===== config.mk =====
export PLATFORM = sky130hd
export DESIGN_NAME = fetch_pc_unit
export DESIGN_NICKNAME = d
export VERILOG_FILES = /design/src/verilog/bp_pkg.sv /design/src/verilog/fetch_pc_unit.sv
export SDC_FILE = /design/constraint.sdc
export NUM_CORES = 1
export LEC_CHECK = 0
export ABC_CLOCK_PERIOD_IN_PS = 3500
export BUFFER_PORTS_ARGS = -buffer_cell sky130_fd_sc_hd__clkbuf_2
export CAP_MARGIN = 20
export CORE_ASPECT_RATIO = 2
export CORE_MARGIN = 2
export CORE_UTILIZATION = 50
export DETAILED_ROUTE_END_ITERATION = 8
export PLACE_DENSITY = 0.8
export SLEW_MARGIN = 20
export SYNTH_ARGS = -nofsm -noshare
export SYNTH_HDL_FRONTEND = slang
export SYNTH_SLANG_ARGS = --single-unit

===== constraint.sdc =====
create_clock -name clk -period 3.5 [get_ports clk]
set_input_delay 0.175 -clock clk [delete_from_list [all_inputs] [get_ports clk]]
set_output_delay 0.175 -clock clk [all_outputs]
set_load 0.1 [all_outputs]

===== src/verilog/bp_pkg.sv =====
`default_nettype none

// shared geometry and encodings for the fetch-side predictor
package bp_pkg;

    // datapath widths
    localparam int addr_w = 32;
    localparam int inst_w = 32;
    localparam int opc_w  = 7;

    // local history per entry
    localparam int hist_len = 2;

    // pc slice that selects a history slot, pc[9:2]
    localparam int idx_lo = 2;
    localparam int idx_w  = 8;

    // table sizes
    localparam int hist_entries = 1 << idx_w;
    localparam int ctr_idx_w    = idx_w + hist_len;
    localparam int ctr_entries  = 1 << ctr_idx_w;

    // sequential step and fetch address out of reset
    localparam logic [addr_w-1:0] pc_step  = 4;
    localparam logic [addr_w-1:0] reset_pc = '0;

    // RISC-V major opcodes seen by the front end
    typedef enum logic [opc_w-1:0] {
        opc_jal    = 7'b1101111,
        opc_jalr   = 7'b1100111,
        opc_branch = 7'b1100011
    } opcode_e;

    // two-bit saturating counter, msb is the prediction
    typedef enum logic [1:0] {
        strong_not_taken = 2'b00,
        weak_not_taken   = 2'b01,
        weak_taken       = 2'b10,
        strong_taken     = 2'b11
    } ctr_state_e;

    // counters start one step on the taken side
    localparam ctr_state_e ctr_reset = weak_taken;

endpackage

`default_nettype wire


===== src/verilog/fetch_pc_unit.sv =====
`timescale 1ns/1ps
`default_nettype none

module fetch_pc_unit (
    input  wire                       clk,
    input  wire                       rst,
    input  wire                       inst_valid,
    input  wire                       pred_taken,
    input  wire  [bp_pkg::addr_w-1:0] pred_imm,
    input  wire                       redirect_valid,
    input  wire  [bp_pkg::addr_w-1:0] redirect_pc,
    output logic [bp_pkg::addr_w-1:0] fetch_pc,
    output logic [bp_pkg::addr_w-1:0] pred_target
);

    import bp_pkg::*;

    logic [addr_w-1:0] seq_pc;
    logic [addr_w-1:0] next_pc;

    // pc-relative target of the instruction being fetched
    assign pred_target = fetch_pc + pred_imm;

    // fall-through address
    assign seq_pc = fetch_pc + pc_step;

    // commit-side redirect overrides anything fetch decides this cycle
    always_comb begin
        if (redirect_valid) begin
            next_pc = redirect_pc;
        end else if (inst_valid && pred_taken) begin
            next_pc = pred_target;
        end else if (inst_valid) begin
            next_pc = seq_pc;
        end else begin
            // no instruction this cycle, hold the pc
            next_pc = fetch_pc;
        end
    end

    always_ff @(posedge clk) begin
        if (rst) begin
            fetch_pc <= reset_pc;
        end else begin
            fetch_pc <= next_pc;
        end
    end

endmodule

`default_nettype wire


==> impl_metrics.toml <==
[status]
outcome = "completed"

[logic_synthesis]
synthMuxAreaShare_pct = 0.7974
synthXorXnorAreaFrac_pct = 7.592
yosysWarnings = 0
ys_types = 76
synth_area_mm2 = 0.003923
synth_top_family_by_area = "compound AO/OA/AOI/OAI gates"
ys_ff_latch = 32
synthAdderAreaFrac_pct = 10.72
synthArstFlopShare_pct = 0
synth_edf_count = 0
synth_fp_nets = 633
synthFlopType = "dfxtp_1"
yosys.area_share.simple_pct = 25.07
synth_cells = 531
synth-seq-area-share_pct = 16.33
syn_area_per_cell_um2 = 7.387
synth_compound_area_share_pct = 34.96

[floorplan]
core-area_mm2 = 0.007601
ios = 133
start_util_pct = 51.60
die_h_um = 129.3
die_x_um = 66.63
rows = 45
die_area_mm2 = 0.008613

[sta]
fmax_mhz = 295.6
setup_viol = 0
slew_viol_final = 0
relSlewSlack_pct = 43.42
fin_crit_ns = 3.383
finalHoldViolCount = 0
period_share_pct = 96.66
skew_ns = 0.007217
hold_ws_ns = 0.09604
tns_ns = 0
worst_pin_slew_ns = 0.8487

[setup_path]
critPathKind = "reg -> out"
critPathCaptureType = "output port"
cp_data_arrival_time_ns = 3.21
crit_required_ns = 3.32
crit_chain = "ha_1, a21oi_1, o21a_1, and3_1, and3_2, o31ai_1, xnor2_4, clkbuf_2"
path_delay_family = "compound AO/OA/AOI/OAI gates"
crit_buf_inv = 1
worst_path_largest_cell_delay_ns = 0.56
start_kind = "register"
worstPathMaxFanout = 9
slowest_stage = "o31ai_1"

[finish]
drive_gt1_share_pct = 34.54
nets = 764
area_growth_syn_to_layout_pct = 35.69
final_util_pct = 70.02
largest_reg_flops = 32
antennaDiodeCount = 0
reg.largest.list = "fetch_pc: 32 flops"
top_register = "fetch_pc"
instances_no_fill = 757

[clock_network]
clock_latency_ns = 0.29
clock_path_buffers = 2
clkSlewWorstSetupHoldPaths_ns = 0.06
h-tree-depth = 2
cts_tree = "yes"
post-cts-setup-buffers = 0
clkSinkCount = 32
numCtsBuffers = 5
root_buffer = "clkbuf_16"

[job]
cap_viol_max_count = 0

[power]
p_seq_share_pct = 15.9
p_switching_mw = 1.667
finalPower_mw = 2.832
switching_share_pct = 58.86
p_leak_nw = 2.419
p_int_mw = 1.165
power_frac_comb_pct = 67.8
vdd_ir_drop_max_mv = 0.3959
p_clk_share_pct = 16.3
power.density_mw_per_mm2 = 532.1

[global_route]
grt_use_total_pct = 35.11
grt_max_degree = 39
grt_overflow = 0
grt_pass1_wl_um = 23050
first_global_vias = 4834
antenna_found_initial = 0

[drt]
detail_route.vias_per_cell = 6.355
ant_nets = 0
drtIter0Drc = 304
drc = 0
vias = 4811
routed_wl_um = 14940
dr.pass1.iters = 8
wire_per_inst_um = 19.74

[placement]
gp_congestion = 0.9880
hpwl_um = 11740
place_inst = 749
io_buffers = 132

[hold_path]
hold_path_class = "in -> reg"
cell usage after synthesis (7+ instances only):
library cell | count | area share (%)
nor2_1 | 44 | 4.2
and4_1 | 7 | 1.6
clkbuf_1 | 15 | 1.4
o21ai_0 | 36 | 4.6
nand3_1 | 18 | 2.3
dfxtp_1 | 32 | 16
nand4_1 | 8 | 1.3
a31oi_1 | 11 | 1.8
inv_1 | 14 | 1.3
nand2_1 | 57 | 5.5
o21a_1 | 7 | 1.3
xor2_1 | 18 | 4.0
xnor2_1 | 16 | 3.6
a21o_1 | 12 | 2.3
a21oi_1 | 61 | 7.8
and3_1 | 9 | 1.4
nor3_1 | 22 | 2.8
ha_1 | 32 | 10
a221oi_1 | 9 | 2.0
stage by stage:
step | area, µm² | setup slack, ns
global route | 5323 | -0.002817
floorplan | 4320 | -0.2486
finish | 5323 | 0.1170
global placement | 5164 | 0.3970
CTS | 5313 | 0.07706
detailed placement | 5164 | 0.3993
logic make-up after synthesis:
group	count (synthesis)
and+or+nand+nor	196
AOI/OAI and AO/OA	195
buffers and inverters	38
xor gates and xnor gates	34
adders and majority gates	33
DFF	32
muxes	3
per-layer routing:
metal  vias up  wire [µm]  track usage (%)  share of wire, %
li1       2260          -                -                 -
met5         -          0                0                 0
met2       214       8246            65.71                55
met1      2266       5171            34.58                35
met4         0        951            24.13               6.4
met3        71        572            3.646               3.8
placed cells by master, fill, tap and decap left out, types with 3 or more instances in the layout:
| master | Yosys | final |
|---|---|---|
| clkbuf_2 | 0 | 121 |
| a21oi_1 | 61 | 60 |
| nand2_1 | 57 | 57 |
| nor2_1 | 44 | 44 |
| o21ai_0 | 36 | 36 |
| ha_1 | 32 | 32 |
| nor3_1 | 22 | 22 |
| dfxtp_1 | 32 | 20 |
| buf_4 | 4 | 20 |
| nand3_1 | 18 | 18 |
| inv_1 | 14 | 14 |
| a21o_1 | 12 | 12 |
| dfxtp_2 | 0 | 12 |
| a31oi_1 | 11 | 11 |
| a221oi_1 | 9 | 9 |
| and3_1 | 9 | 8 |
| nand4_1 | 8 | 8 |
| xnor2_4 | 0 | 8 |
| xor2_4 | 0 | 8 |
| o21a_1 | 7 | 7 |
| and4_1 | 7 | 7 |
| a311oi_1 | 6 | 6 |
| xnor2_2 | 0 | 6 |
| a211oi_1 | 6 | 6 |
| xor2_1 | 18 | 5 |
| o31ai_1 | 5 | 5 |
| xor2_2 | 0 | 5 |
| clkbuf_16 | 0 | 5 |
| o211ai_1 | 4 | 4 |
| and2_1 | 4 | 4 |
| or3_1 | 4 | 4 |
| o21bai_1 | 4 | 4 |
| nand2b_1 | 4 | 4 |
| buf_12 | 0 | 4 |
| or2_2 | 3 | 3 |
| nor4_1 | 3 | 3 |
layout make-up:
type | instances | area (µm²)
Tap cell | 94 | 117.6
Clock inverter | 2 | 10.01
Sequential cell | 32 | 655.6
Clock buffer | 6 | 138.9
Fill cell | 661 | 2278
Inverter | 14 | 52.55
Multi-Input combinational cell | 461 | 3492
Timing Repair Buffer | 148 | 855.8
path summary, 6_finish.rpt:
path                    from         endpoint  slack, ns  depth (start not counted)
max             fetch_pc[12]  pred_target[25]       0.12                          8
min          redirect_pc[24]     fetch_pc[24]        0.1                          3
max reg2reg      fetch_pc[0]     fetch_pc[18]       0.35                         11
min reg2reg     fetch_pc[19]     fetch_pc[19]       0.57                          2
what timing repair did:
action / in CTS / in global routing
endpoints found under the setup margin: 0 / 6
resized for setup: 0 / 7
endpoints found under the hold margin: 0 / 0
hold buffers: 0 / 0
worst reg2reg max path, cell delays in order, from the launching register on:
cell	delay, ns
dfxtp_2	0.33
ha_1	0.22
fa_1	0.41
a21o_2	0.25
a221oi_2	0.20
buf_4	0.17
o21ai_1	0.16
a21boi_0	0.35
o21ai_0	0.31
xor2_4	0.28
a21oi_1	0.09
a221oi_1	0.28
power by group through the flow:
stage	logic, mW	registers [mW]	clock network, mW
final	1.92	0.450	0.461
after global routing	2.00	0.454	0.479
after CTS	1.91	0.448	0.464
after detailed placement	1.91	0.456	0
after global placement	1.89	0.453	0
after floorplan	1.33	0.673	0
Note: power is estimated with default switching activity, not from simulation.
