--- config.mk ---
export PLATFORM = sky130hd
export DESIGN_NAME = branch_resolver
export DESIGN_NICKNAME = d
export VERILOG_FILES = /design/src/verilog/bp_pkg.sv /design/src/verilog/branch_resolver.sv
export SDC_FILE = /design/constraint.sdc
export NUM_CORES = 1
export LEC_CHECK = 0
export BUFFER_PORTS_ARGS = -buffer_cell sky130_fd_sc_hd__buf_2
export CAP_MARGIN = 20
export CORE_UTILIZATION = 39
export CTS_CLUSTER_DIAMETER = 30
export DETAILED_ROUTE_END_ITERATION = 8
export MAX_ROUTING_LAYER = met4
export PLACE_DENSITY_LB_ADDON = 0.15
export REMOVE_ABC_BUFFERS = 1
export SETUP_SLACK_MARGIN = 0.05
export SYNTH_ARGS = -nofsm -noshare
export SYNTH_HDL_FRONTEND = slang
export SYNTH_SLANG_ARGS = --single-unit
--- constraint.sdc ---
create_clock -name clk -period 1.5 [get_ports clk]
set_clock_uncertainty 0.1 [all_clocks]
set_input_delay 0.075 -clock clk [delete_from_list [all_inputs] [get_ports clk]]
set_output_delay 0.075 -clock clk [all_outputs]
set_load 0.01 [all_outputs]
--- src/verilog/bp_pkg.sv ---
`default_nettype none

// shared geometry and encodings for the fetch-side predictor
package bp_pkg;

    // datapath widths
    localparam int addr_w = 32;
    localparam int inst_w = 32;
    localparam int opc_w  = 7;

    // local history per entry
    localparam int hist_len = 2;

    // pc slice that selects a history slot, pc[9:2]
    localparam int idx_lo = 2;
    localparam int idx_w  = 8;

    // table sizes
    localparam int hist_entries = 1 << idx_w;
    localparam int ctr_idx_w    = idx_w + hist_len;
    localparam int ctr_entries  = 1 << ctr_idx_w;

    // sequential step and fetch address out of reset
    localparam logic [addr_w-1:0] pc_step  = 4;
    localparam logic [addr_w-1:0] reset_pc = '0;

    // RISC-V major opcodes seen by the front end
    typedef enum logic [opc_w-1:0] {
        opc_jal    = 7'b1101111,
        opc_jalr   = 7'b1100111,
        opc_branch = 7'b1100011
    } opcode_e;

    // two-bit saturating counter, msb is the prediction
    typedef enum logic [1:0] {
        strong_not_taken = 2'b00,
        weak_not_taken   = 2'b01,
        weak_taken       = 2'b10,
        strong_taken     = 2'b11
    } ctr_state_e;

    // counters start one step on the taken side
    localparam ctr_state_e ctr_reset = weak_taken;

endpackage

`default_nettype wire

--- src/verilog/branch_resolver.sv ---
`timescale 1ns/1ps
`default_nettype none

module branch_resolver (
    input  wire                       clk,
    input  wire                       rst,
    input  wire                       commit_valid,
    input  wire  [bp_pkg::addr_w-1:0] commit_pc,
    input  wire                       commit_is_branch,
    input  wire                       commit_taken,
    input  wire                       commit_pred_taken,
    input  wire  [bp_pkg::addr_w-1:0] commit_target,
    output logic                      upd_valid,
    output logic [bp_pkg::addr_w-1:0] upd_pc,
    output logic                      upd_taken,
    output logic                      redirect_valid,
    output logic [bp_pkg::addr_w-1:0] redirect_pc
);

    import bp_pkg::*;

    logic              mispredict;
    logic [addr_w-1:0] fix_pc;

    // jal is always predicted taken, so only jalr and branches can miss here
    assign mispredict = commit_valid && (commit_taken != commit_pred_taken);

    // where fetch should have gone
    assign fix_pc = commit_taken ? commit_target : commit_pc + pc_step;

    // strobes
    always_ff @(posedge clk) begin
        if (rst) begin
            upd_valid      <= 1'b0;
            redirect_valid <= 1'b0;
        end else begin
            // only conditional branches train the counters
            upd_valid      <= commit_valid && commit_is_branch;
            redirect_valid <= mispredict;
        end
    end

    // payload, qualified by the strobes above
    always_ff @(posedge clk) begin
        upd_pc      <= commit_pc;
        upd_taken   <= commit_taken;
        redirect_pc <= fix_pc;
    end

endmodule

`default_nettype wire

==> results of run 1 <==
-- power breakdown --
| part | leakage, nW | switching (mW) | internal (mW) | total, mW |
|---|---|---|---|---|
| combinational | 1.30 | 0.303 | 0.373 | 0.677 |
| clock | 0.0843 | 0.695 | 0.641 | 1.34 |
| sequential | 0.565 | 0.0285 | 1.90 | 1.93 |
| total | 1.95 | 1.03 | 2.91 | 3.94 |
-- critical path: cells and delay by family --
family          cells  cell delay, ps
buf+inv             3             810
simple gates        1             510
compound gates      1             180
-- through the flow --
step / util (%) / area [µm²] / hold slack (ps) / cells
finish: 71.7 / 4220 / 17.3 / 550
global route: 71.7 / 4220 / 33.4 / 550
CTS: 71.4 / 4200 / 7.91 / 549
detailed placement: 56.5 / 3320 / 97.4 / 463
global placement: 56.5 / 3320 / 94.1 / 463
floorplan: - / 2290 / 2.72 / 218
-- sequential cells by signal, summed over array words and instances (netlist names) --
signal,flops
redirect_pc,32
upd_pc,32
redirect_valid,1
upd_taken,1
upd_valid,1
-- layout by cell type, fill, tap and decap left out, types with 4 or more instances in the layout --
cell type and instances:
dlygate4sd3_1 70, o31ai_1 12, nand3_1 9, a31oi_1 14, buf_4 32, and4_1 4, xor2_1 9, nor2_1 14
or4_1 14, clkbuf_8 10, o21ai_0 14, nand4_1 8, dfxtp_1 67, nand2_1 23, buf_2 136
-- cell families after synthesis --
family | Yosys count
AOI/OAI and AO/OA | 44
xor gates and xnor gates | 12
adders and majority gates | 1
buffers and inverters | 18
DFF | 67
muxes | 3
and+or+nand+nor | 88
-- worst max-delay path by stage --
stage	from	to	slack (ps)
CTS	commit_pc[25]	redirect_pc[28]	70
floorplan	commit_pc[5]	redirect_pc[31]	-40
detailed placement	commit_pc[2]	redirect_pc[22]	-160
global placement	commit_pc[5]	redirect_pc[31]	-70
global route	commit_pc[26]	redirect_pc[28]	30
finish	commit_pc[20]	redirect_pc[20]	80
-- metal layers --
metal	vias up	GRT usage (%)	share of wire [%]
met4	0	10.7	1.7
met1	1208	27.6	41
met5	-	-	0
met2	101	43.2	52
li1	1324	-	-
met3	14	5.34	5.9
-- layout make-up --
cell class | count | area (µm²)
Fill cell | 465 | 1660
Timing Repair Buffer | 241 | 1660
Sequential cell | 67 | 1340
Tap cell | 75 | 93.8
Clock buffer | 10 | 138
Multi-Input combinational cell | 148 | 941
Clock inverter | 6 | 41.3
Inverter | 3 | 11.3
-- timing repair --
action                                 4_1_cts  5_1_grt
resized for setup                            0        3
setup endpoints to repair                    0        4
hold buffers                                70        2
buffers inserted                             0        1
endpoints found under the hold margin       66        2
==> results.json, run 1 <==
{
  "status": "finished, final reports clean",
  "cp-end-kind": "register",
  "grt_pass1_vias": 2574,
  "rows": 28,
  "detail_route.iter0.violations": 66,
  "holdPathEnd": "redirect_pc[4]",
  "synthArstFlopShare_pct": 0,
  "insertedDiodeCount": 0,
  "synth_top_family_by_area": "simple AND/OR/NAND/NOR gates",
  "slew_headroom_pct": 79.6,
  "ctsLongestPathBuffers": 2,
  "synth-warning-count": 0,
  "postRouteAntennaNets": 0,
  "dpl.hpwl_um": 4620,
  "synth.largest_area_cell": "dfxtp_1",
  "grt_pass1_wl_um": 11900,
  "grt_usage_pct": 24.9,
  "synthAdderAreaFrac_pct": 0.526,
  "max_cap_viol_count": 0,
  "synth_flop_cell": "dfxtp_1",
  "worstSetupPathType": "input port to register",
  "nets": 541,
  "port-buffer-count": 136,
  "cpPeakStageDelay_ps": 550,
  "cpMaxStageDelayCell": "dlygate4sd3_1",
  "synth_top_area_share_pct": 56.4,
  "worst-path-max-fanout": 5,
  "wl_per_cell_um": 13.6,
  "yosys-top-cells-count": "dfxtp_1 (67), nand2_1 (23)",
  "finalPower_mw": 3.94,
  "pin_count": 137,
  "cts_buffers": 9,
  "setup-tns-final_ps": 0,
  "drv_slew": 0,
  "cts_root_buffer": "clkbuf_8",
  "min_period_ps": 1420,
  "htree_levels": 3,
  "syn_area_per_cell_um2": 10.2,
  "grt_overflow": 0,
  "syn_inst": 233,
  "start_util_pct": 40.4,
  "cts_tree": "yes",
  "syn_area_um2": 2380,
  "p_per_area_nw_per_um2": 933,
  "dieArea_um2": 6420,
  "required_ps": 1660,
  "wl_um": 7490,
  "rsz0062_at_grt": "yes",
  "hp-class": "input port to register",
  "synth_edf_count": 0,
  "hold_depth": 3,
  "ys_ff_latch": 67,
  "cts.sinks": 67,
  "crit_chain": "buf_2 -> dlygate4sd3_1 -> buf_4 -> or4_1 -> a31oi_1",
  "synth-xor-area-share_pct": 4.42,
  "peakVddDrop_mv": 0.614,
  "worst_slack_ps": 81.4,
  "synth_cell_type_count": 30,
  "critPathLaunchType": "input port",
  "synth.most_common_cell": "dfxtp_1",
  "place.gp.congestion": 0.804,
  "die_h_um": 80.1,
  "arrival_ps": 1580,
  "core_um2": 5890,
  "clk_pin_slew_ps": 80,
  "max_freq_mhz": 705,
  "ys_top_cells_by_area": "dfxtp_1 (56%), or4_1 (4.4%), o31ai_1 (3.8%)",
  "antenna_found_initial": 0,
  "setup_viol": 0,
  "yosys.area_share.simple_pct": 21.5,
  "yosysSeqAreaShare_pct": 56.4,
  "final_hold_viol_count": 0,
  "period_share_pct": 94.6,
  "worst_pin_slew_ps": 302,
  "hold_start": "commit_taken",
  "vias": 2647,
  "drc": 0,
  "viasPerCell": 4.81,
  "synth_compound_area_share_pct": 11.7,
  "die_x_um": 80.1,
  "grt_max_degree": 17,
  "synth_mux_area_share_pct": 1.42,
  "firstDrtPassIters": 4,
  "area_delta_synth_final_pct": 77.4,
  "dp_slack_ps": -157,
  "layout-drive-gt1-share_pct": 41.1,
  "leakagePower_nw": 1.95
}
Power figures use the tool's default switching activity.
==> run 2: changes to the inputs <==
- PLACE_DENSITY: unset -> 0.83
- PLACE_DENSITY_LB_ADDON: 0.15 -> unset
==> run 2 against run 1 <==
  * Die area did not move
  * Maximum frequency fell by 0.71%
  * First-iteration DRC count rose by 89%
  * Sequential share of layout area rose by 0.15 points
  * Clock power fell by 8%
  * Global-route usage rose by 3.5 points
  * Critical path type unchanged
  * Largest cell class unchanged
  * Highest routed layer unchanged
==> results.json, run 2 (same netlist as run 1, synthesis figures left out) <==
{
  "grt_overflow": 0,
  "min_period_ps": 1430,
  "arrival_ps": 1580,
  "wl_um": 8680,
  "die_h_um": 80.1,
  "cts_tree": "yes",
  "grt_max_degree": 27,
  "dp_slack_ps": -184,
  "swShare_pct": 25.9,
  "htree_levels": 3,
  "grt_pass1_vias": 2873,
  "max_cap_viol_count": 0,
  "rows": 28,
  "antenna_found_initial": 0,
  "rsz0062_at_grt": "yes",
  "die_x_um": 80.1,
  "pwr-share-clk_pct": 31.9,
  "drc": 0,
  "max_freq_mhz": 700,
  "peakVddDrop_mv": 0.665,
  "vias": 2831,
  "drv_slew": 0,
  "layout-drive-gt1-share_pct": 40.5,
  "pwr-share-comb_pct": 18.0,
  "critPathLaunchType": "input port",
  "ctsLongestPathBuffers": 2,
  "area_delta_synth_final_pct": 76.6,
  "firstDrtPassIters": 4,
  "required_ps": 1650,
  "setup-tns-final_ps": 0,
  "start_util_pct": 40.4,
  "cts_root_buffer": "clkbuf_8",
  "cp-end-kind": "register",
  "cts_buffers": 9,
  "hp-class": "input port to register",
  "nets": 542,
  "status": "finished, final reports clean",
  "worst_slack_ps": 71.3,
  "final_hold_viol_count": 0,
  "period_share_pct": 95.2,
  "dpl.hpwl_um": 5040,
  "p_per_area_nw_per_um2": 920,
  "setup_viol": 0,
  "reg.largest.list": "redirect_pc x32, upd_pc x32",
  "worst_pin_slew_ps": 367,
  "final_common_cell": "buf_2",
  "dieArea_um2": 6420,
  "clk_pin_slew_ps": 70,
  "wl_per_cell_um": 15.8,
  "slew_headroom_pct": 75.2,
  "grt_usage_pct": 28.5,
  "worstSetupPathType": "input port to register",
  "core_um2": 5890,
  "detail_route.iter0.violations": 125,
  "finalPower_mw": 3.86,
  "cts.sinks": 67,
  "leakagePower_nw": 1.95,
  "insertedDiodeCount": 0,
  "final_cell_mix": "buf_2 (135), dlygate4sd3_1 (69), dfxtp_1 (67)",
  "postRouteAntennaNets": 0,
  "viasPerCell": 5.14,
  "pin_count": 137,
  "place.gp.congestion": 0.923,
  "seq_power_share_pct": 50.1,
  "worst-path-max-fanout": 3,
  "grt_pass1_wl_um": 13200,
  "port-buffer-count": 136,
  "internal-power_mw": 2.86,
  "p_sw_mw": 0.999
}
run 2: worst max-delay path, cell delays in order:
cell	delay (ps)
buf_2	120
dlygate4sd3_1	570
buf_4	150
or4_1	510
a31oi_1	160
run 2: cell type report:
cell class,instances,area (µm²)
fill,437,1680
timing repair buffer,242,1650
sequential,67,1340
multi-input combinational,148,950
clock buffer,13,139
tap,75,93.8
clock inverter,3,15.0
inverter,3,11.3
run 2: per-stage QoR:
step	cells	utilization (%)	hold slack [ps]	area, µm²
floorplan	218	-	2.72	2290
global placement	466	56.8	92.2	3350
detailed placement	466	56.8	96.5	3350
CTS	551	71.2	16.2	4190
global route	551	71.4	23.5	4200
finish	551	71.4	36.3	4200
run 2: power by group through the flow:
stage          registers (mW)  logic, mW  clock network [mW]
2_1_floorplan            2.04      0.114                   0
3_3_place_gp             1.97      0.511                   0
3_5_place_dp             1.97      0.526                   0
4_1_cts                  1.93      0.667                1.24
5_1_grt                  1.94      0.747                1.35
6_report                 1.94      0.695                1.23
run 2: path summary, 6_finish.rpt:
path,start,endpoint,slack (ps),cells after the start
min,commit_pc[25],redirect_pc[25],40,3
max,commit_pc[17],redirect_pc[17],70,5
run 2: per-layer routing:
layer / vias to the layer above / track usage, % / wire (µm)
met5: - / - / 0
met4: 0 / 16.1 / 380
met3: 40 / 6.02 / 597
met2: 156 / 53.2 / 4660
met1: 1307 / 26.9 / 3040
li1: 1328 / - / -
run 2: timing repair:
| item | in CTS | in global routing |
|---|---|---|
| setup buffers | 0 | 0 |
| hold buffers | 69 | 0 |
| endpoints found under the hold margin | 66 | 0 |
| resized for setup | 0 | 3 |
| endpoints found under the setup margin | 0 | 7 |
